## config.mk

```make
export PLATFORM = sky130hd
export DESIGN_NAME = led_status
export DESIGN_NICKNAME = d
export VERILOG_FILES = /design/src/rtl/sonata_pkg.sv /design/src/rtl/led_status.sv
export SDC_FILE = /design/constraint.sdc
export NUM_CORES = 1
export LEC_CHECK = 0
export BUFFER_PORTS_ARGS = -buffer_cell sky130_fd_sc_hd__buf_2
export CORE_MARGIN = 4
export CORE_UTILIZATION = 38
export DETAILED_ROUTE_END_ITERATION = 8
export GPL_TIMING_DRIVEN = 0
export PLACE_DENSITY = 0.63
export SETUP_SLACK_MARGIN = 0.05
export SLEW_MARGIN = 20
export SYNTH_ARGS = -nofsm -noshare
export SYNTH_HDL_FRONTEND = slang
export SYNTH_SLANG_ARGS = --single-unit
```

## constraint.sdc

```tcl
create_clock -name mainclk_buf -period 4.3 [get_ports mainclk_buf]
set_clock_uncertainty 0.2 [all_clocks]
set_input_delay 0.86 -clock mainclk_buf [delete_from_list [all_inputs] [get_ports mainclk_buf]]
set_output_delay 0.86 -clock mainclk_buf [all_outputs]
set_load 0.02 [all_outputs]
```

## src/rtl/sonata_pkg.sv

```systemverilog
package sonata_pkg;

    // bus and memory widths
    localparam int REG_ADDR_W   = 8;
    localparam int REG_DATA_W   = 8;
    localparam int MEM_ADDR_W   = 8;   // 256 words
    localparam int MEM_DATA_W   = 16;
    localparam int ERR_CNT_W    = 8;
    localparam int LED_W        = 8;
    localparam int STATUS_LED_W = 4;   // legacy, cheri, halted, bootok
    localparam int HEARTBEAT_W  = 25;

    // pattern generator
    localparam logic [MEM_DATA_W-1:0] LFSR_SEED = 16'hACE1;
    localparam logic [MEM_DATA_W-1:0] LFSR_TAPS = 16'h002D;

    typedef enum logic [REG_ADDR_W-1:0] {
        REG_LED_CTRL     = 8'h00,
        REG_TEST_LEDS    = 8'h01,
        REG_TEST_STATUS  = 8'h02,
        REG_SWITCHES     = 8'h03,
        REG_MT_CTRL      = 8'h04,
        REG_MT_START     = 8'h05,
        REG_MT_STOP      = 8'h06,
        REG_MT_STATUS    = 8'h07,
        REG_MT_ERRORS    = 8'h08,
        REG_MT_ERR_ADDR  = 8'h09,
        REG_MAN_ADDR     = 8'h0A,
        REG_MAN_WDATA_LO = 8'h0B,
        REG_MAN_WDATA_HI = 8'h0C
    } reg_addr_e;

    // REG_LED_CTRL
    localparam int LED_TEST_BIT  = 0;
    localparam int LED_FLASH_BIT = 1;
    localparam int LED_USER_BIT  = 2;

    // REG_MT_CTRL, start and clear are self-clearing
    localparam int MT_START_BIT  = 0;
    localparam int MT_CHECK_BIT  = 1;
    localparam int MT_LFSR_BIT   = 2;
    localparam int MT_CLEAR_BIT  = 3;
    localparam int MT_MANUAL_BIT = 4;

    // REG_MT_STATUS
    localparam int ST_PASS_BIT = 0;
    localparam int ST_FAIL_BIT = 1;
    localparam int ST_IDLE_BIT = 2;

    typedef enum logic [1:0] {
        MT_IDLE,
        MT_WRITE,
        MT_READ,
        MT_DONE
    } mt_state_e;

endpackage
```

## src/rtl/led_status.sv

```systemverilog
module led_status import sonata_pkg::*; (
    input  logic                    mainclk_buf,
    input  logic                    rst_i,
    input  logic                    led_test_i,
    input  logic                    led_flash_i,
    input  logic                    user_led_i,
    input  logic [LED_W-1:0]        test_leds_i,
    input  logic [STATUS_LED_W-1:0] test_status_i,
    input  logic                    mt_idle_i,
    input  logic                    mt_pass_i,
    input  logic                    mt_fail_i,
    output logic [LED_W-1:0]        usrled_o,
    output logic [STATUS_LED_W-1:0] status_led_o
);

    logic [HEARTBEAT_W-1:0] heartbeat;
    logic                   hb;

    always_ff @(posedge mainclk_buf) begin
        if (rst_i) begin
            heartbeat <= '0;
        end else begin
            heartbeat <= heartbeat + 1'b1;
        end
    end

    assign hb = heartbeat[HEARTBEAT_W-1];   // slow blink

    always_comb begin
        usrled_o     = '0;
        status_led_o = '0;
        if (led_test_i && led_flash_i) begin
            usrled_o     = {LED_W{hb}};
            status_led_o = {STATUS_LED_W{hb}};
        end else if (led_test_i) begin
            usrled_o     = test_leds_i;
            status_led_o = test_status_i;
        end else begin
            // normal view, upper bits stay dark
            usrled_o[0] = hb;
            usrled_o[1] = ~mt_idle_i;   // engine busy
            usrled_o[2] = mt_fail_i;
            usrled_o[3] = mt_pass_i;
            usrled_o[4] = user_led_i;
        end
    end

endmodule

```

After elaboration in Yosys (flattened, before gate mapping) --
Cells that the tools add are included.
Cells by class: reductions and logical operators 1, bitwise logic cells 1, equal/unequal tests 0, mux-type cells 5, add/subtract/negate cells 1, div/mod/pow operators 0, multipliers 0, shift operators 0, order comparisons 0
Operator list (number):
- 25-bit by 1-bit adder with 25-bit output (second input constant) | 1
- 4-bit two-way mux | 2
- 8-bit two-way mux | 1
- 5-bit two-way mux | 1
- 3-bit two-way mux | 1
- 1-bit logical AND | 1
- 1-bit inverter | 1
Word-level totals: logic and storage cells 9, memory bits (read-only) 0, memories kept 0, register bits after elaboration 25, latch bits 0, output and inout port bits 12, RAM bits 0, input bits 20

Longest topological paths before layout --
Gate-level depths: netlist of run 1.
depth in word-level cells 3, mapped depth 6, mapped depth without buffers 5

Worst setup path after synthesis of run 1 --
OpenSTA, ideal clock, no wires.
kind input to output, start point input port led_flash_i, end point output port status_led_o[0], arrival 1.641 ns, setup slack 1.599 ns, buffers on the path 1, stages 3, data required time 3.240 ns, path through clkbuf_1 > nand2b_1 > a21boi_0
Between the ends: word-level cells in the longest chain between the ends 2
RTL lines:
- start, declared | line led_status.sv:5 | input logic led_flash_i,
- 1-bit logical AND | line led_status.sv:32 | if (led_test_i && led_flash_i) begin
- 4-bit two-way mux | line led_status.sv:32
- end, declared | line led_status.sv:13 | output logic [STATUS_LED_W-1:0] status_led_o
Every way passes these cells.

Worst setup path in the final report of run 1 --
start point input port led_test_i, end point output port status_led_o[0]
Between the ends: word-level cells in the longest chain between the ends 2, elaborated cells on any way between the ends 3, those cells by class 2 x mux; 1 x reduce/logical
RTL lines:
- start, declared | line led_status.sv:4 | input logic led_test_i,
- 4-bit two-way mux / 1-bit logical AND (equally long branches) | line led_status.sv:35, led_status.sv:32
- 4-bit two-way mux * | line led_status.sv:32
Mark *: on every way between the ends. The rest lies on a longest branch, timed or not.

==> out/metrics.cfg, run 1 <==
[worst_setup_path]
crit-reg2reg-launch=heartbeat[0]
arrival_ns=1.71
r2r_slack_ns=2.09
start_kind=input port
endpoint=status_led_o[0]
crit_start=led_test_i
path_cells=buf_2 -> clkbuf_1 -> a21boi_0 -> buf_2
cp_num_buf_inv=3
ff2ff_path_depth=5
cp_num_cells=4
timing.rr.end=heartbeat[24]
critPathMaxStageDelay_ns=0.31
path_class=input port to output port
cp.required_ns=3.24
worst_path_most_repeated_cell=buf_2
end_kind=output port
cp_top_family=buffers and inverters
crit_path_max_fanout=10
worst_path_max_delay_cell=clkbuf_1

[yosys]
synth.most_common_cell=dfxtp_1
async_flop_share_pct=0
ys_top_cells_by_area=dfxtp_1, nand2b_1, nor2_1
synthFlopType=dfxtp_1
syn_area_per_cell_um2=8.19
syn-num-nets=182
synth.top_cell.area_share_pct=38.0
netlist_top_cells_count=dfxtp_1, nor2_1, a21oi_1, nand2b_1, nand3_1
synthCells=161
synth-seq-cells=25
seq_area_frac_synth_pct=38.0
syn-cell-area_um2=1320
synth_edf_count=0
ys_warn_count=0
yosysUniqueCellTypes=27
yosysTopAreaCell=dfxtp_1

[floorplan]
die_w_um=66.9
coreArea_um2=3340
die_h_um=66.9
pin_count=32
initial_core_util_pct=39.5
rows=21
die_area_um2=4480

[power_and_ir_drop]
p_clk_share_pct=26.7
swShare_pct=24.2
seq_power_share_pct=62.0
p_int_mw=0.289
p_sw_mw=0.0923
leakagePower_nw=0.554
power_density_nw_per_um2=246
combPwrFrac_pct=11.3
ir_drop_mv=0.200

[sta]
fin_crit_sh_pct=64.5
maxSlewViolCount=0
rsz0062_at_grt=no
fin_hold_ws_ns=0.293
hold_viol=0
finalSetupTns_ns=0
maxSlewHeadroom_pct=68.8
setup_viol=0
period_needed_ns=2.77
max_freq_mhz=361
finalWorstSetupSlack_ns=1.53
tightest_slew_ns=0.468

[placement]
preCtsSetupSlack_ns=1.54
place_hpwl_um=2340
placed_area_um2=1530
gp_congestion=0.755
portBuffers=30

[cells_and_area]
syn_to_final_growth_pct=17.7
largest_register_ffs=25
finish.utilization_pct=46.5
final_cell_area_um2=1550
top_register=heartbeat
fillCellCount=342
top_regs=heartbeat (25)
multi_input_area_um2=773
insertedDiodeCount=0
drive_gt1_share_pct=19.5
seqCellArea_um2=500
nets=217

[min_path]
hold_start=heartbeat[23]
hold_path_depth=2
hp-class=register to register

[clocking]
cts_root_buffer=clkbuf_4
clk_pin_slew_worst_paths_ns=0.12
post-cts-setup-buffers=0
cts_inserted_buffers=3
cts_tree=built
clock_latency_ns=0.31
htreeDepth=1
cts.sinks=25
clk_path_buf_depth=2
cts_hold_buf=0
ctsResizeCount=0

[route]
wl_per_cell_um=12.2
viasPerCell=5.20
dr_total_vias=1253
drc=0
drt_pass1_iterations=4
drt_iter0_drc=74
antenna_left=0
drt_wl_total_um=2950

[global_route]
grt-ovfl-total=0
grt_max_degree=14
grt_pass1_wl_um=5110
grt_antenna_before_repair=0
grt_usage_pct=14.3
grt_pass1_vias=1225

[outcome]
status=finished clean

[flow_run]
max_cap_violations=0

[kinds of logic after synthesis]
family | count (synthesis) | share of synthesized area (%)
adders and majority gates | 1 | 0.949
AOI/OAI and AO/OA | 33 | 15.2
muxes | 1 | 0.854
DFF | 25 | 38.0
buffers and inverters | 12 | 3.42
and+or+nand+nor | 77 | 33.7
xor gates and xnor gates | 12 | 7.97
[final cells by class]
cell class	instances	area share, %
sequential	25	32.2
multi-input combinational	124	49.8
tap	46	3.71
inverter	4	0.967
clock buffer	4	1.69
buffer	8	1.93
timing repair buffer	30	9.67
[power groups by stage]
stage / registers, mW / clock network (mW) / logic, mW
4_1_cts: 0.237 / 0.106 / 0.0436
3_3_place_gp: 0.242 / 0 / 0.0418
5_1_grt: 0.237 / 0.114 / 0.0479
3_5_place_dp: 0.242 / 0 / 0.0434
6_report: 0.237 / 0.102 / 0.0430
2_1_floorplan: 0.241 / 0 / 0.0250
[worst min-delay path by stage]
stage	end	slack (ns)
global placement	heartbeat[0]	0.26
CTS	heartbeat[23]	0.29
floorplan	heartbeat[0]	0.23
detailed placement	heartbeat[0]	0.27
global route	heartbeat[23]	0.33
finish	heartbeat[23]	0.29
[layout by cell type (no fill, tap or decap), types with 7 or more instances in the layout]
master	count
xor2_1	7
nor2_1	17
nand4_1	7
a21boi_0	7
dfxtp_1	25
clkbuf_1	9
a21oi_1	11
nand3_1	9
nand2b_1	11
buf_2	30
[tightest hold or removal path: cells and delay by family, from the launching register on]
family | cells | cell delay, ns
AOI/OAI and AO/OA | 2 | 0.12
DFF | 1 | 0.34
[metal layers]
metal / GRT usage [%] / vias to the layer above / share of wire [%] / wire [um]
met5: 0 / - / 0 / 0
met1: 17.7 / 590 / 43 / 1280
met4: 2.28 / 0 / 0.47 / 14
li1: - / 648 / - / -
met3: 3.54 / 2 / 2.7 / 80
met2: 25.4 / 13 / 53 / 1580
[stage by stage]
step	power (mW)	cells
floorplan	0.266	161
global placement	0.284	237
detailed placement	0.285	237
CTS	0.386	241
global route	0.399	241
finish	0.382	241
Note: power is estimated with default switching activity, not from simulation.
==> inputs of run 2 (changes only) <==
PLACE_DENSITY = 0.65   (was 0.63)
clock period = 2.29 ns   (was 4.3 ns; I/O delays follow)
==> run 2 against run 1 <==
Combinational power grew 90%. Register-to-register slack lost 1.9 ns. Hold slack lost 0.034 ns. Sequential share of layout area shrank 0.098 points. Power grew 90%. First-iteration DRC count grew 12%. Flip-flop and latch count is the same. Critical path depth is the same. Core utilization grew 0.37 points.
==> out/metrics.cfg, run 2 (synthesis gave the netlist of run 1 again) <==
[clocking]
clock_latency_ns=0.32  ; about the same
cts_root_buffer=clkbuf_4
htreeDepth=1  ; unchanged
post-cts-setup-buffers=0  ; unchanged
cts_inserted_buffers=3  ; unchanged
clk_pin_slew_worst_paths_ns=0.13  ; about the same
cts_tree=built
clk_path_buf_depth=2  ; unchanged
cts.sinks=25  ; unchanged

[cells_and_area]
largest_register_ffs=25  ; unchanged
nets=217  ; unchanged
final_cell_mix=buf_2, dfxtp_1, nor2_1
finalNonFillerCells=241  ; unchanged
top_regs=heartbeat (25)
final_cell_area_um2=1570  ; +0.81%
top_register=heartbeat
syn_to_final_growth_pct=18.7
insertedDiodeCount=0  ; unchanged
final_common_cell=buf_2
drive_gt1_share_pct=22.1  ; +2.6 points

[sta]
tightest_slew_ns=0.452  ; -0.0156 ns
setup_viol=0  ; unchanged
maxSlewViolCount=0  ; unchanged
maxSlewHeadroom_pct=69.8  ; +1.0 points
max_freq_mhz=470
rsz0062_at_grt=no
hold_viol=0  ; unchanged
fin_crit_sh_pct=92.9
fin_hold_ws_ns=0.259  ; -0.0342 ns
period_needed_ns=2.13
finalSetupTns_ns=0  ; unchanged

[worst_setup_path]
worst_path_max_delay_cell=dfxtp_1
path_cells=nand2_1 -> clkbuf_2 -> a21boi_0 -> buf_2
crit_path_max_fanout=10  ; unchanged
cp_num_buf_inv=2  ; -1
critPathMaxStageDelay_ns=0.39  ; +0.08 ns
path_class=register to output port
crit-reg2reg-launch=heartbeat[0]
cp_top_family=buffers and inverters
r2r_slack_ns=0.21  ; -1.88 ns
crit_start=heartbeat[24]
cp.required_ns=1.63  ; -1.61 ns
ff2ff_path_depth=6  ; +1
arrival_ns=1.47  ; -0.24 ns
start_kind=register
timing.rr.end=heartbeat[16]
end_kind=output port

[power_and_ir_drop]
power_density_nw_per_um2=462  ; +88%
ir_drop_mv=0.294  ; +47%
seq_power_share_pct=61.6  ; -0.4 points
swShare_pct=24.7  ; +0.50 points
p_clk_share_pct=27.1  ; +0.4 points
p_sw_mw=0.179  ; +93%
leakagePower_nw=0.555  ; +0.22%
combPwrFrac_pct=11.3  ; about the same
fin_total_pwr_mw=0.723  ; +90%
p_int_mw=0.545  ; +88%

[floorplan]
die_area_um2=4480  ; unchanged
pin_count=32  ; unchanged
die_w_um=66.9  ; unchanged
die_h_um=66.9  ; unchanged
initial_core_util_pct=39.5  ; unchanged
coreArea_um2=3340  ; unchanged
rows=21  ; unchanged

[route]
antenna_left=0  ; unchanged
drt_wl_total_um=2950  ; +0.14%
drt_pass1_iterations=4  ; unchanged
dr_total_vias=1244  ; -0.72%
drc=0  ; unchanged
drt_iter0_drc=83  ; +12%
wl_per_cell_um=12.2  ; +0.14%
viasPerCell=5.16  ; -0.72%

[global_route]
grt-ovfl-total=0  ; unchanged
grt_pass1_wl_um=5090  ; -0.39%
grt_max_degree=14  ; unchanged
grt_antenna_before_repair=0  ; unchanged
grt_pass1_vias=1190  ; -2.9%
grt_usage_pct=14.3  ; about the same

[min_path]
hold_start=heartbeat[0]
min_to=heartbeat[0]
hp-class=register to register
hold_path_depth=1  ; -1

[placement]
gp_congestion=0.749  ; -0.81%
placed_cells=237  ; unchanged
place_hpwl_um=2290  ; -2.2%
placed_area_um2=1530  ; unchanged
portBuffers=30  ; unchanged

[outcome]
status=finished clean

[flow_run]
max_cap_violations=0  ; unchanged

## run 2: cell counts in the layout (fill, tap and decap cells not counted)
Identical to the previous run, type by type.
## run 2: what timing repair did
| item | 4_1_cts | 5_1_grt |
|---|---|---|
| resized for setup | 0 | 6 |
| endpoints found under the setup margin | 0 | 7 |
| hold buffers | 0 | 0 |
## run 2: power groups by stage
stage,clock network (mW),registers [mW],logic [mW]
5_1_grt,0.222,0.447,0.0901
2_1_floorplan,0,0.453,0.0469
4_1_cts,0.204,0.445,0.0812
3_3_place_gp,0,0.454,0.0782
3_5_place_dp,0,0.454,0.0808
6_report,0.196,0.446,0.0817
## run 2: worst max-delay path by stage
| stage | endpoint | slack (ns) | cells past startpoint |
|---|---|---|---|
| finish | status_led_o[2] | 0.16 | 4 |
| global route | heartbeat[21] | 0.08 | 5 |
| CTS | heartbeat[24] | 0.06 | 5 |
| detailed placement | heartbeat[24] | 0.09 | 5 |
| global placement | heartbeat[24] | 0.12 | 5 |
| floorplan | heartbeat[24] | 0.26 | 5 |
## run 2: routing by layer
layer  track usage (%)  vias up  routed length, um
met3              3.54        2                 53
met4              2.78        0                 11
met2              25.5        5               1600
met5                 0        -                  0
met1              17.3      591               1290
li1                  -      646                  -
## run 2: metrics by stage
stage | utilization (%) | setup slack, ns
3_3_place_gp | 45.7 | 0.121
5_1_grt | 46.9 | 0.0779
3_5_place_dp | 45.7 | 0.0866
4_1_cts | 46.5 | 0.0562
6_report | 46.9 | 0.163
2_1_floorplan | - | 0.264
## run 2: layout make-up
class	count	area, um2
clock buffers	4	26.3
flip-flops and latches	25	503
fillers	344	1770
well taps	46	57.6
plain buffers	8	31.3
inverters	4	15.0
multi-input cells	124	782
repair buffers	30	150
