$ cat src/rtl/sonata_pkg.sv
package sonata_pkg;

    // bus and memory widths
    localparam int REG_ADDR_W   = 8;
    localparam int REG_DATA_W   = 8;
    localparam int MEM_ADDR_W   = 8;   // 256 words
    localparam int MEM_DATA_W   = 16;
    localparam int ERR_CNT_W    = 8;
    localparam int LED_W        = 8;
    localparam int STATUS_LED_W = 4;   // legacy, cheri, halted, bootok
    localparam int HEARTBEAT_W  = 25;

    // pattern generator
    localparam logic [MEM_DATA_W-1:0] LFSR_SEED = 16'hACE1;
    localparam logic [MEM_DATA_W-1:0] LFSR_TAPS = 16'h002D;

    typedef enum logic [REG_ADDR_W-1:0] {
        REG_LED_CTRL     = 8'h00,
        REG_TEST_LEDS    = 8'h01,
        REG_TEST_STATUS  = 8'h02,
        REG_SWITCHES     = 8'h03,
        REG_MT_CTRL      = 8'h04,
        REG_MT_START     = 8'h05,
        REG_MT_STOP      = 8'h06,
        REG_MT_STATUS    = 8'h07,
        REG_MT_ERRORS    = 8'h08,
        REG_MT_ERR_ADDR  = 8'h09,
        REG_MAN_ADDR     = 8'h0A,
        REG_MAN_WDATA_LO = 8'h0B,
        REG_MAN_WDATA_HI = 8'h0C
    } reg_addr_e;

    // REG_LED_CTRL
    localparam int LED_TEST_BIT  = 0;
    localparam int LED_FLASH_BIT = 1;
    localparam int LED_USER_BIT  = 2;

    // REG_MT_CTRL, start and clear are self-clearing
    localparam int MT_START_BIT  = 0;
    localparam int MT_CHECK_BIT  = 1;
    localparam int MT_LFSR_BIT   = 2;
    localparam int MT_CLEAR_BIT  = 3;
    localparam int MT_MANUAL_BIT = 4;

    // REG_MT_STATUS
    localparam int ST_PASS_BIT = 0;
    localparam int ST_FAIL_BIT = 1;
    localparam int ST_IDLE_BIT = 2;

    typedef enum logic [1:0] {
        MT_IDLE,
        MT_WRITE,
        MT_READ,
        MT_DONE
    } mt_state_e;

endpackage
$ cat src/rtl/sonata_reg.sv
module sonata_reg import sonata_pkg::*; (
    input  logic                    mainclk_buf,
    input  logic                    rst_i,
    input  logic [REG_ADDR_W-1:0]   reg_addr_i,
    input  logic [REG_DATA_W-1:0]   reg_wdata_i,
    input  logic                    reg_write_i,
    input  logic                    reg_read_i,
    input  logic [LED_W-1:0]        usrsw_i,
    input  logic                    mt_pass_i,
    input  logic                    mt_fail_i,
    input  logic                    mt_idle_i,
    input  logic [ERR_CNT_W-1:0]    mt_errors_i,
    input  logic [MEM_ADDR_W-1:0]   mt_err_addr_i,
    output logic [REG_DATA_W-1:0]   reg_rdata_o,
    output logic                    led_test_o,
    output logic                    led_flash_o,
    output logic                    user_led_o,
    output logic [LED_W-1:0]        test_leds_o,
    output logic [STATUS_LED_W-1:0] test_status_o,
    output logic                    mt_start_o,
    output logic                    mt_clear_o,
    output logic                    mt_check_o,
    output logic                    mt_lfsr_o,
    output logic                    mt_manual_o,
    output logic [MEM_ADDR_W-1:0]   mt_addr_start_o,
    output logic [MEM_ADDR_W-1:0]   mt_addr_stop_o,
    output logic                    man_we_o,
    output logic [MEM_ADDR_W-1:0]   man_addr_o,
    output logic [MEM_DATA_W-1:0]   man_wdata_o
);

    reg_addr_e             addr;
    logic [REG_DATA_W-1:0] rdata_nxt;

    assign addr = reg_addr_e'(reg_addr_i);

    // host writes; pulses last exactly one cycle
    always_ff @(posedge mainclk_buf) begin
        if (rst_i) begin
            led_test_o      <= 1'b0;
            led_flash_o     <= 1'b0;
            user_led_o      <= 1'b0;
            test_leds_o     <= '0;
            test_status_o   <= '0;
            mt_start_o      <= 1'b0;
            mt_clear_o      <= 1'b0;
            mt_check_o      <= 1'b0;
            mt_lfsr_o       <= 1'b0;
            mt_manual_o     <= 1'b0;
            mt_addr_start_o <= '0;
            mt_addr_stop_o  <= '0;
            man_we_o        <= 1'b0;
            man_addr_o      <= '0;
            man_wdata_o     <= '0;
        end else begin
            mt_start_o <= 1'b0;
            mt_clear_o <= 1'b0;
            man_we_o   <= 1'b0;
            if (reg_write_i) begin
                case (addr)
                    REG_LED_CTRL: begin
                        led_test_o  <= reg_wdata_i[LED_TEST_BIT];
                        led_flash_o <= reg_wdata_i[LED_FLASH_BIT];
                        user_led_o  <= reg_wdata_i[LED_USER_BIT];
                    end
                    REG_TEST_LEDS:   test_leds_o   <= reg_wdata_i[LED_W-1:0];
                    REG_TEST_STATUS: test_status_o <= reg_wdata_i[STATUS_LED_W-1:0];
                    REG_MT_CTRL: begin
                        mt_start_o  <= reg_wdata_i[MT_START_BIT];
                        mt_clear_o  <= reg_wdata_i[MT_CLEAR_BIT];
                        mt_check_o  <= reg_wdata_i[MT_CHECK_BIT];
                        mt_lfsr_o   <= reg_wdata_i[MT_LFSR_BIT];
                        mt_manual_o <= reg_wdata_i[MT_MANUAL_BIT];
                    end
                    REG_MT_START:     mt_addr_start_o <= reg_wdata_i[MEM_ADDR_W-1:0];
                    REG_MT_STOP:      mt_addr_stop_o  <= reg_wdata_i[MEM_ADDR_W-1:0];
                    REG_MAN_ADDR:     man_addr_o      <= reg_wdata_i[MEM_ADDR_W-1:0];
                    REG_MAN_WDATA_LO: man_wdata_o[REG_DATA_W-1:0] <= reg_wdata_i;
                    REG_MAN_WDATA_HI: begin
                        // high byte completes the word and fires the write
                        man_wdata_o[MEM_DATA_W-1:REG_DATA_W] <= reg_wdata_i;
                        man_we_o <= 1'b1;
                    end
                    default: ;   // read-only or unmapped
                endcase
            end
        end
    end

    always_comb begin
        rdata_nxt = '0;
        case (addr)
            REG_LED_CTRL: begin
                rdata_nxt[LED_TEST_BIT]  = led_test_o;
                rdata_nxt[LED_FLASH_BIT] = led_flash_o;
                rdata_nxt[LED_USER_BIT]  = user_led_o;
            end
            REG_TEST_LEDS:   rdata_nxt = REG_DATA_W'(test_leds_o);
            REG_TEST_STATUS: rdata_nxt = REG_DATA_W'(test_status_o);
            REG_SWITCHES:    rdata_nxt = REG_DATA_W'(usrsw_i);
            REG_MT_CTRL: begin
                rdata_nxt[MT_CHECK_BIT]  = mt_check_o;   // start/clear read 0
                rdata_nxt[MT_LFSR_BIT]   = mt_lfsr_o;
                rdata_nxt[MT_MANUAL_BIT] = mt_manual_o;
            end
            REG_MT_START: rdata_nxt = REG_DATA_W'(mt_addr_start_o);
            REG_MT_STOP:  rdata_nxt = REG_DATA_W'(mt_addr_stop_o);
            REG_MT_STATUS: begin
                rdata_nxt[ST_PASS_BIT] = mt_pass_i;
                rdata_nxt[ST_FAIL_BIT] = mt_fail_i;
                rdata_nxt[ST_IDLE_BIT] = mt_idle_i;
            end
            REG_MT_ERRORS:    rdata_nxt = REG_DATA_W'(mt_errors_i);
            REG_MT_ERR_ADDR:  rdata_nxt = REG_DATA_W'(mt_err_addr_i);
            REG_MAN_ADDR:     rdata_nxt = REG_DATA_W'(man_addr_o);
            REG_MAN_WDATA_LO: rdata_nxt = man_wdata_o[REG_DATA_W-1:0];
            REG_MAN_WDATA_HI: rdata_nxt = man_wdata_o[MEM_DATA_W-1:REG_DATA_W];
            default:          rdata_nxt = '0;
        endcase
    end

    // read data holds until the next read strobe
    always_ff @(posedge mainclk_buf) begin
        if (rst_i) begin
            reg_rdata_o <= '0;
        end else if (reg_read_i) begin
            reg_rdata_o <= rdata_nxt;
        end
    end

endmodule

$ cat config.mk
export PLATFORM = sky130hd
export DESIGN_NAME = sonata_reg
export DESIGN_NICKNAME = d
export VERILOG_FILES = /design/src/rtl/sonata_pkg.sv /design/src/rtl/sonata_reg.sv
export SDC_FILE = /design/constraint.sdc
export NUM_CORES = 1
export LEC_CHECK = 0
export BUFFER_PORTS_ARGS = -buffer_cell sky130_fd_sc_hd__clkbuf_2
export CORE_MARGIN = 5
export CORE_UTILIZATION = 47
export CTS_BUF_LIST = sky130_fd_sc_hd__clkbuf_8
export DETAILED_ROUTE_END_ITERATION = 10
export PLACE_DENSITY = 0.87
export SLEW_MARGIN = 10
export SYNTH_ARGS = -nofsm -noshare
export SYNTH_HDL_FRONTEND = slang
export SYNTH_SLANG_ARGS = --single-unit
$ cat constraint.sdc
create_clock -name mainclk_buf -period 1.6 [get_ports mainclk_buf]
set_input_delay 0.08 -clock mainclk_buf [delete_from_list [all_inputs] [get_ports mainclk_buf]]
set_output_delay 0.08 -clock mainclk_buf [all_outputs]
set_load 0.02 [all_outputs]
## Word level (Yosys, flattened, before mapping)

Index checks and enable logic that the tools add are counted.

- Output and inout bits: 69
- Register bits: 69
- Bits of input ports: 47

- Reduce and logical (&&, ||, !) cells: 12
- Muxes and demuxes: 6
- Bitwise operators: 2
- Equality and inequality tests: 12

Operator list:

| operator | number |
|---|---|
| 8-bit by 4-bit equality test with 1-bit output (second input constant) | 5 |
| 8-bit by 3-bit equality test with 1-bit output (second input constant) | 4 |
| 3-bit one-hot mux with 9 select lines | 1 |
| 2-bit one-hot mux with 13 select lines | 1 |
| 1-bit one-hot mux with 10 select lines | 2 |
| 2-bit AND reduction | 9 |
| 8-bit by 2-bit equality test with 1-bit output (second input constant) | 2 |
| 1-bit one-hot mux with 12 select lines | 1 |
| 8-bit by 1-bit equality test with 1-bit output (second input constant) | 1 |
| 8-bit logical NOT | 1 |
| 3-bit OR reduction | 1 |
| 1-bit NOT | 2 |
| 2-bit OR reduction | 1 |
| 1-bit 2-to-1 mux | 1 |

## Depth between registers and ports, before layout

Gate-level depths: netlist of the first run.

- Word-level depth: 3
- Mapped depth: 7
- Gate-level depth less buffers: 5

## Least setup slack after synthesis of the first run

No wires, ideal clock.

- Path kind: input -> register
- From: in reg_addr_i[0]
- To: reg reg_rdata_o[1]
- Stages on the path: 7
- Data arrival time: 1.555 ns
- Path buffers: 2
- Library setup time: 0.119 ns
- Path slack: -0.074 ns
- Cell sequence: clkbuf_1 buf_1 mux2_2 a22oi_1 a21oi_1 o31ai_1 nand2_1

- Longest elaborated chain between the ends: 2
- Elaborated cells on any way between the ends: 14
- Classes of those cells: eq/ne: 12; mux: 1; reduce/logical: 1

RTL lines:

| element | line | RTL |
|---|---|---|
| from (decl) | sonata_reg.sv:4 | `input logic [REG_ADDR_W-1:0] reg_addr_i,` |
| 8-bit by 4-bit equality test with 1-bit output (tied with other cells) | sonata_reg.sv:92 | `case (addr)` |
| 2-bit one-hot mux with 13 select lines (*) | sonata_reg.sv:92 |  |
| to (signal assigned) | sonata_reg.sv:127 | `reg_rdata_o <= rdata_nxt;` |
| to (decl) | sonata_reg.sv:14 | `output logic [REG_DATA_W-1:0] reg_rdata_o,` |

Mark *: on every way between the ends. The rest lies on a longest branch, timed or not.
A chain may end at the register's enable or synchronous reset.

## Worst setup path in the final report of the first run

- From: reg mt_addr_stop_o[2]
- To: reg reg_rdata_o[2]

- Longest elaborated chain between the ends: 1

RTL lines:

| element | line | RTL |
|---|---|---|
| from (decl) | sonata_reg.sv:26 | `output logic [MEM_ADDR_W-1:0] mt_addr_stop_o,` |
| from (signal assigned) | sonata_reg.sv:76 | `REG_MT_STOP: mt_addr_stop_o <= reg_wdata_i[MEM_ADDR_W-1:0];` |
| 2-bit one-hot mux with 13 select lines | sonata_reg.sv:92 |  |

Every way passes these cells.

==> results.md, run 1 <==
- Status: complete, no violations
- Synthesized instance count: 390
- Critical Path AT: 1680 ps
- Critical path launch point type: register
- Routed vias: 3,615
- Seq. cell area: 0.001381 mm^2
- Die area: 0.008936 mm^2
- Most frequent cells after synthesis: dfxtp_1, mux2i_1, nand2_1, nor2_1, a21oi_1
- Gr usage total: 0.2777
- Required time worst endpoint: 1820 ps
- Worst-margin pin slew: 458.6 ps
- Fillcell total: 640
- Post_cts resized: 0
- First-pass GRT wire length: 18,890 um
- CTS HTree Levels: 3
- Max Root-Sink Buffers: 2
- Max-cap violations: 0
- Hold Path Class: in -> reg
- Max Freq: 0.6831 GHz
- Final cell utilization of the core: 0.6550
- Largest cells by area after synthesis: dfxtp_1, mux2i_1, nand2_1
- Routed length per placed instance: 19.08 um
- CP max stage delay: 330 ps
- Number of enable flip-flop cells after synthesis: 0
- Syn_area_per_cell: 8.611 um^2
- Post-synth top area share: 0.4113
- Routed WL: 12,180 um
- Synth unique cells: 52
- Root Buffer: clkbuf_8
- Row count: 30
- Peak supply drop: 0.5995 mV
- Most common cell in the netlist: dfxtp_1
- GP Congestion: 0.9644
- Endpoint type of the worst setup path: register
- Worst rel slew slack: 0.6914
- DR pass1 iterations: 5
- Worst-Skew Late Latency: 350 ps
- DRC Markers: 0
- Clock slew at reported path FFs: 80 ps
- Non-Filler Instances: 638
- CP Class: reg -> reg
- CTS tree: done
- Setup_tns: 0 ps
- Top fanout value on the critical path: 3
- Static Leakage: 1.973 nW
- Final Hold Viols: 0
- Worst Skew: 11.62 ps
- Post-CTS setup buffers: 0
- Overall power: 3.414 mW
- Core footprint: 0.006869 mm^2
- Final Cycle Share: 0.9149
- DP Wirelength: 9486 um
- Nets: 584
- Hold Slack: 65.09 ps
- DIE WIDTH: 94.53 um
- Top Ports: 116
- Slowest-stage cell, CP: dfxtp_1
- Layout cell share with drive strength beyond 1: 0.3635
- Port Buffers: 115
- Hold Buf Count CTS: 0
- Syn nets: 437
- CTS Buf Count: 9
- Inst Count DP: 622
- Place WS: -170.3 ps
- Diode count: 0
- Drt via density: 5.666
- R2R cell count: 5
- Initial core utilization: 0.4889
- Seq/Total Area, Yosys: 0.4113
- Antenna-violating nets left: 0
- Yosys reg bits: 69
- Largest net degree at the start of global routing: 37
- Min Tclk post-route: 1464 ps
- Grt ovf: 0
- Worst Hold Depth: 3
- Vias in the first global route: 3,535
- DR iter-0 viols: 293
- Synth area leader: dfxtp_1
- Critical path cell sequence: mux2_2, a22oi_1, o2bb2ai_1, a221oi_1, a21oi_1
- Post-route setup slack: 136.1 ps
- Multi-input logic area: 0.001836 mm^2
- Netlist Area Pre-Place: 0.003358 mm^2
- Fin. max-slew vios: 0
- Placed cell areas: 0.004319 mm^2
- Finish-stage setup viols: 0
- Area Overhead vs Synth: 33.98%
- Clock sink count: 69
- RSZ-0062 raised after global routing: no
- Initial antenna violation count: 0
- Yosys warns: 0
- Floorplan die height: 94.53 um
- Most used DFF post-synth: dfxtp_1
- Final cell area excluding filler cells: 0.004499 mm^2
- P per Cell Area: 758.7 mW/mm^2
- FFs w/ async S/R, synth: 0
## area by class of cell
class / count / share of cell area
clock inverters: 7 / 0.01251
multi-input cells: 288 / 0.4080
repair buffers: 166 / 0.2158
inverters: 3 / 0.002503
clock buffers: 9 / 0.02753
well taps: 96 / 0.02670
flip-flops and latches: 69 / 0.3070
## layout by cell type, fill, tap and decap left out, drive strengths merged, types with 2 or more instances in the layout
cell and count:
clkbuf 124, dfxtp 69, nor2 54, mux2i 52, nand2 51, buf 51, a21oi 28, o21ai 13
nand3 8, and3 6, a22oi 6, inv 6, a31oi 5, a221oi 5, nand4 5, nand2b 4
mux2 4, nor3 4, nor4 4, and2 3, a22o 3, nor2b 3, o2bb2ai 3, nor4b 3
clkinv 3, o22ai 2, a221o 2, a311oi 2, nor3b 2
## metal layers
layer	global-route usage	part of all wire
met4	0.1262	0.033
met3	0.04303	0.076
met5	0	0
met1	0.3749	0.43
met2	0.4368	0.46
## power by group
| part | switching (mW) | internal (mW) |
|---|---|---|
| sequential | 0.00400 | 1.72 |
| clock | 0.748 | 0.581 |
| combinational | 0.219 | 0.140 |
| total | 0.971 | 2.44 |
## cell families after synthesis
family,after synthesis,synth area share
AND/OR/NAND/NOR,152,0.2176
AO/OA/AOI/OAI,79,0.1524
flip-flops,69,0.4113
multiplexers,57,0.1751
buffers and inverters,33,0.04359
## critical path: cells and delay by family, from the launching register on
kind           cells  cell delay (ps)
AO/OA/AOI/OAI      4              740
flip-flops         1              330
multiplexers       1              260
## worst paths after layout
check / start / slack (ps) / endpoint
setup / recovery: mt_addr_stop_o[2]$_SDFFE_PP0P_ / 140 / reg_rdata_o[2]$_SDFFE_PP0P_
hold / removal: reg_wdata_i[5] / 70 / test_leds_o[5]$_SDFFE_PP0P_
setup reg to reg: mt_addr_stop_o[2]$_SDFFE_PP0P_ / 140 / reg_rdata_o[2]$_SDFFE_PP0P_
hold reg to reg: reg_rdata_o[1]$_SDFFE_PP0P_ / 460 / reg_rdata_o[1]$_SDFFE_PP0P_
## state kept, by name, summed over array words and instances, names as in the netlist
register,cells
user_led_o,1
man_addr_o,8
led_flash_o,1
test_leds_o,8
mt_lfsr_o,1
mt_check_o,1
reg_rdata_o,8
mt_start_o,1
mt_addr_start_o,8
mt_clear_o,1
man_we_o,1
man_wdata_o,16
mt_addr_stop_o,8
mt_manual_o,1
test_status_o,4
led_test_o,1
(Power assumes the default switching activity.)
==> run 2: changes to the inputs <==
Settings changed: GPL_TIMING_DRIVEN set to 0.
==> run 2 against run 1 <==
First-iteration DRC count rose by 27%. Clock skew fell by 0.92 ps. Critical path depth rose by 4. Non-clock buffer count fell by 13. Utilization fell by 0.46 points. Fmax fell by 6.1%. Global-route usage rose by 2.3 points.
==> results.md, run 2 (same netlist as run 1, synthesis figures left out) <==
- Status: complete, no violations
- DP Wirelength: 9625 um (+1.5%)
- Vias in the first global route: 3,507 (-0.79%)
- Crit path top cell by count: buf_6
- Antenna-violating nets left: 0 (unchanged)
- GP Congestion: 0.9672 (+0.29%)
- Area Overhead vs Synth: 33.05%
- Die area: 0.008936 mm^2 (unchanged)
- Core footprint: 0.006869 mm^2 (unchanged)
- CP startpoint: reg_addr_i[5]
- Commonest non-fill, non-tap cell in the layout: clkbuf_2
- Multi-input logic area: 0.001931 mm^2 (+5.2%)
- Grt ovf: 0 (unchanged)
- Worst-margin pin slew: 711.9 ps (+253.2 ps)
- CTS Buf Count: 9 (unchanged)
- Endpoint type of the worst setup path: register
- Routed length per placed instance: 21.05 um (+10%)
- R2R setup slack: 160 ps (+20 ps)
- Drt via density: 5.878 (+3.7%)
- Initial antenna violation count: 0 (unchanged)
- Min Tclk post-route: 1558 ps (+94.40 ps)
- Largest net degree at the start of global routing: 14 (-62%)
- Routed WL: 13,160 um (+8.1%)
- Post-route setup slack: 41.72 ps (-94.40 ps)
- DR pass1 iterations: 6 (+1)
- Final Cycle Share: 0.9739 (+0.05900)
- Routed vias: 3,674 (+1.6%)
- Non-Filler Instances: 625 (-2.0%)
- Reg2Reg Capture Point: reg_rdata_o[1]$_SDFFE_PP0P_
- Row count: 30 (unchanged)
- Static Leakage: 1.887 nW (-4.4%)
- DIE WIDTH: 94.53 um (unchanged)
- Placed cell areas: 0.004034 mm^2 (-6.6%)
- R2r startpoint: test_status_o[1]$_SDFFE_PP0P_
- Diode count: 0 (unchanged)
- Gr usage total: 0.3002 (+0.02257)
- Crit path capture: reg_rdata_o[7]$_SDFFE_PP0P_
- Port Buffers: 109 (-5.2%)
- Initial core utilization: 0.4889 (unchanged)
- Max-cap violations: 0 (unchanged)
- Floorplan die height: 94.53 um (unchanged)
- P per Cell Area: 793.2 mW/mm^2 (+4.5%)
- Layout cell share with drive strength beyond 1: 0.3403 (-0.02320)
- CTS HTree Levels: 3 (unchanged)
- DR iter-0 viols: 373 (+27%)
- Max reg flops: 16 (unchanged)
- Worst rel slew slack: 0.5254 (-0.1660)
- R2R cell count: 5 (unchanged)
- Worst Skew: 10.70 ps (-0.9178 ps)
- Seq. cell area: 0.001381 mm^2 (unchanged)
- CTS tree: done
- Fillcell total: 611 (-4.5%)
- Hold Path Class: in -> reg
- Max Freq: 0.6417 GHz (-6.1%)
- Final cell area excluding filler cells: 0.004468 mm^2 (-0.70%)
- Worst-Skew Late Latency: 360 ps (about the same)
- Overall power: 3.544 mW (+3.8%)
- Final Hold Viols: 0 (unchanged)
- Final cell utilization of the core: 0.6505 (-0.004554)
- Fin. max-slew vios: 0 (unchanged)
- CP Class: in -> reg
- Peak supply drop: 0.4794 mV (-20%)
- Required time worst endpoint: 1890 ps (+70 ps)
- First-pass GRT wire length: 19,770 um (+4.7%)
- Clock sink count: 69 (unchanged)
- Most flop-heavy register: man_wdata_o
- Inst Count DP: 595 (-4.3%)
- RSZ-0062 raised after global routing: yes
- DRC Markers: 0 (unchanged)
- Critical Path AT: 1850 ps (+170 ps)
- Setup_tns: 0 ps (unchanged)
- Nets: 571 (-2.2%)
- Clock slew at reported path FFs: 90 ps (about the same)
- Critical path launch point type: primary input
- Root Buffer: clkbuf_8
- Critical path cell sequence: clkbuf_2, or4_4, buf_8, nor3_4, buf_6, buf_6, a31oi_1, mux2_4, o21ai_1
- Top fanout value on the critical path: 8 (+5)
- Slowest-stage cell, CP: or4_4
- Hold Buf Count CTS: 0 (unchanged)
- Top Ports: 116 (unchanged)
- Finish-stage setup viols: 0 (unchanged)
- CP max stage delay: 560 ps (+230 ps)
- Most frequent cells in the layout: clkbuf_2, dfxtp_1, mux2i_1, nor2_1, nand2_1
- Place WS: -656.1 ps (-485.9 ps)
- Hold Slack: 52.35 ps (-12.73 ps)
- Max Root-Sink Buffers: 2 (unchanged)
==> run 2: changes by cell type in the layout (fill, tap and decap cells not counted), moves of 2 or more <==
cell / previous run / this run
buf_1: 0 / 2
clkbuf_1: 0 / 13
nand3_1: 7 / 5
nor2_4: 0 / 3
nand2_2: 0 / 2
nand3_2: 1 / 3
nand2_1: 51 / 49
nor2_2: 3 / 0
buf_2: 0 / 4
inv_6: 3 / 0
buf_4: 50 / 15
buf_6: 0 / 2
==> run 2: final cells by class <==
| type | count | area share |
|---|---|---|
| Timing Repair Buffer | 123 | 0.1493 |
| Buffer | 30 | 0.03528 |
| Clock inverter | 7 | 0.01708 |
| Multi-Input combinational cell | 288 | 0.4321 |
| Clock buffer | 9 | 0.02772 |
| Sequential cell | 69 | 0.3092 |
| Inverter | 3 | 0.002520 |
| Tap cell | 96 | 0.02688 |
==> run 2: report_power, final <==
part / switching, mW / internal [mW]
logic: 0.238 / 0.115
clock network: 0.741 / 0.724
registers: 0.00384 / 1.72
==> run 2: timing repair <==
item                       in CTS  in global routing
gates resized for setup        16                 14
setup buffers                  12                  2
pin swaps                       5                  5
setup endpoints to repair      31                 49
==> run 2: how the worst min path moves through the flow <==
stage,from,end,slack (ps),depth (start not counted)
6_report,reg_wdata_i[5],man_wdata_o[13]$_SDFFE_PP0P_,50,3
5_1_grt,reg_wdata_i[7],man_wdata_o[15]$_SDFFE_PP0P_,60,3
4_1_cts,reg_wdata_i[5],man_wdata_o[13]$_SDFFE_PP0P_,50,3
3_5_place_dp,reg_wdata_i[5],man_wdata_o[13]$_SDFFE_PP0P_,420,3
3_3_place_gp,reg_wdata_i[7],mt_addr_stop_o[7]$_SDFFE_PP0P_,420,3
2_1_floorplan,reg_wdata_i[6],mt_addr_stop_o[6]$_SDFFE_PP0P_,220,2
==> run 2: metal layers <==
layer	share of wire	track usage	vias up
li1	-	-	1661
met1	0.42	0.4049	1751
met2	0.47	0.4752	227
met3	0.093	0.06135	35
met4	0.025	0.1094	0
met5	0	0	-
==> run 2: critical path, delay by kind of cell <==
kind / cells / cell delay (ps)
and+or+nand+nor: 2 / 700
muxes: 1 / 300
buffers and inverters: 4 / 570
AOI/OAI and AO/OA: 2 / 200
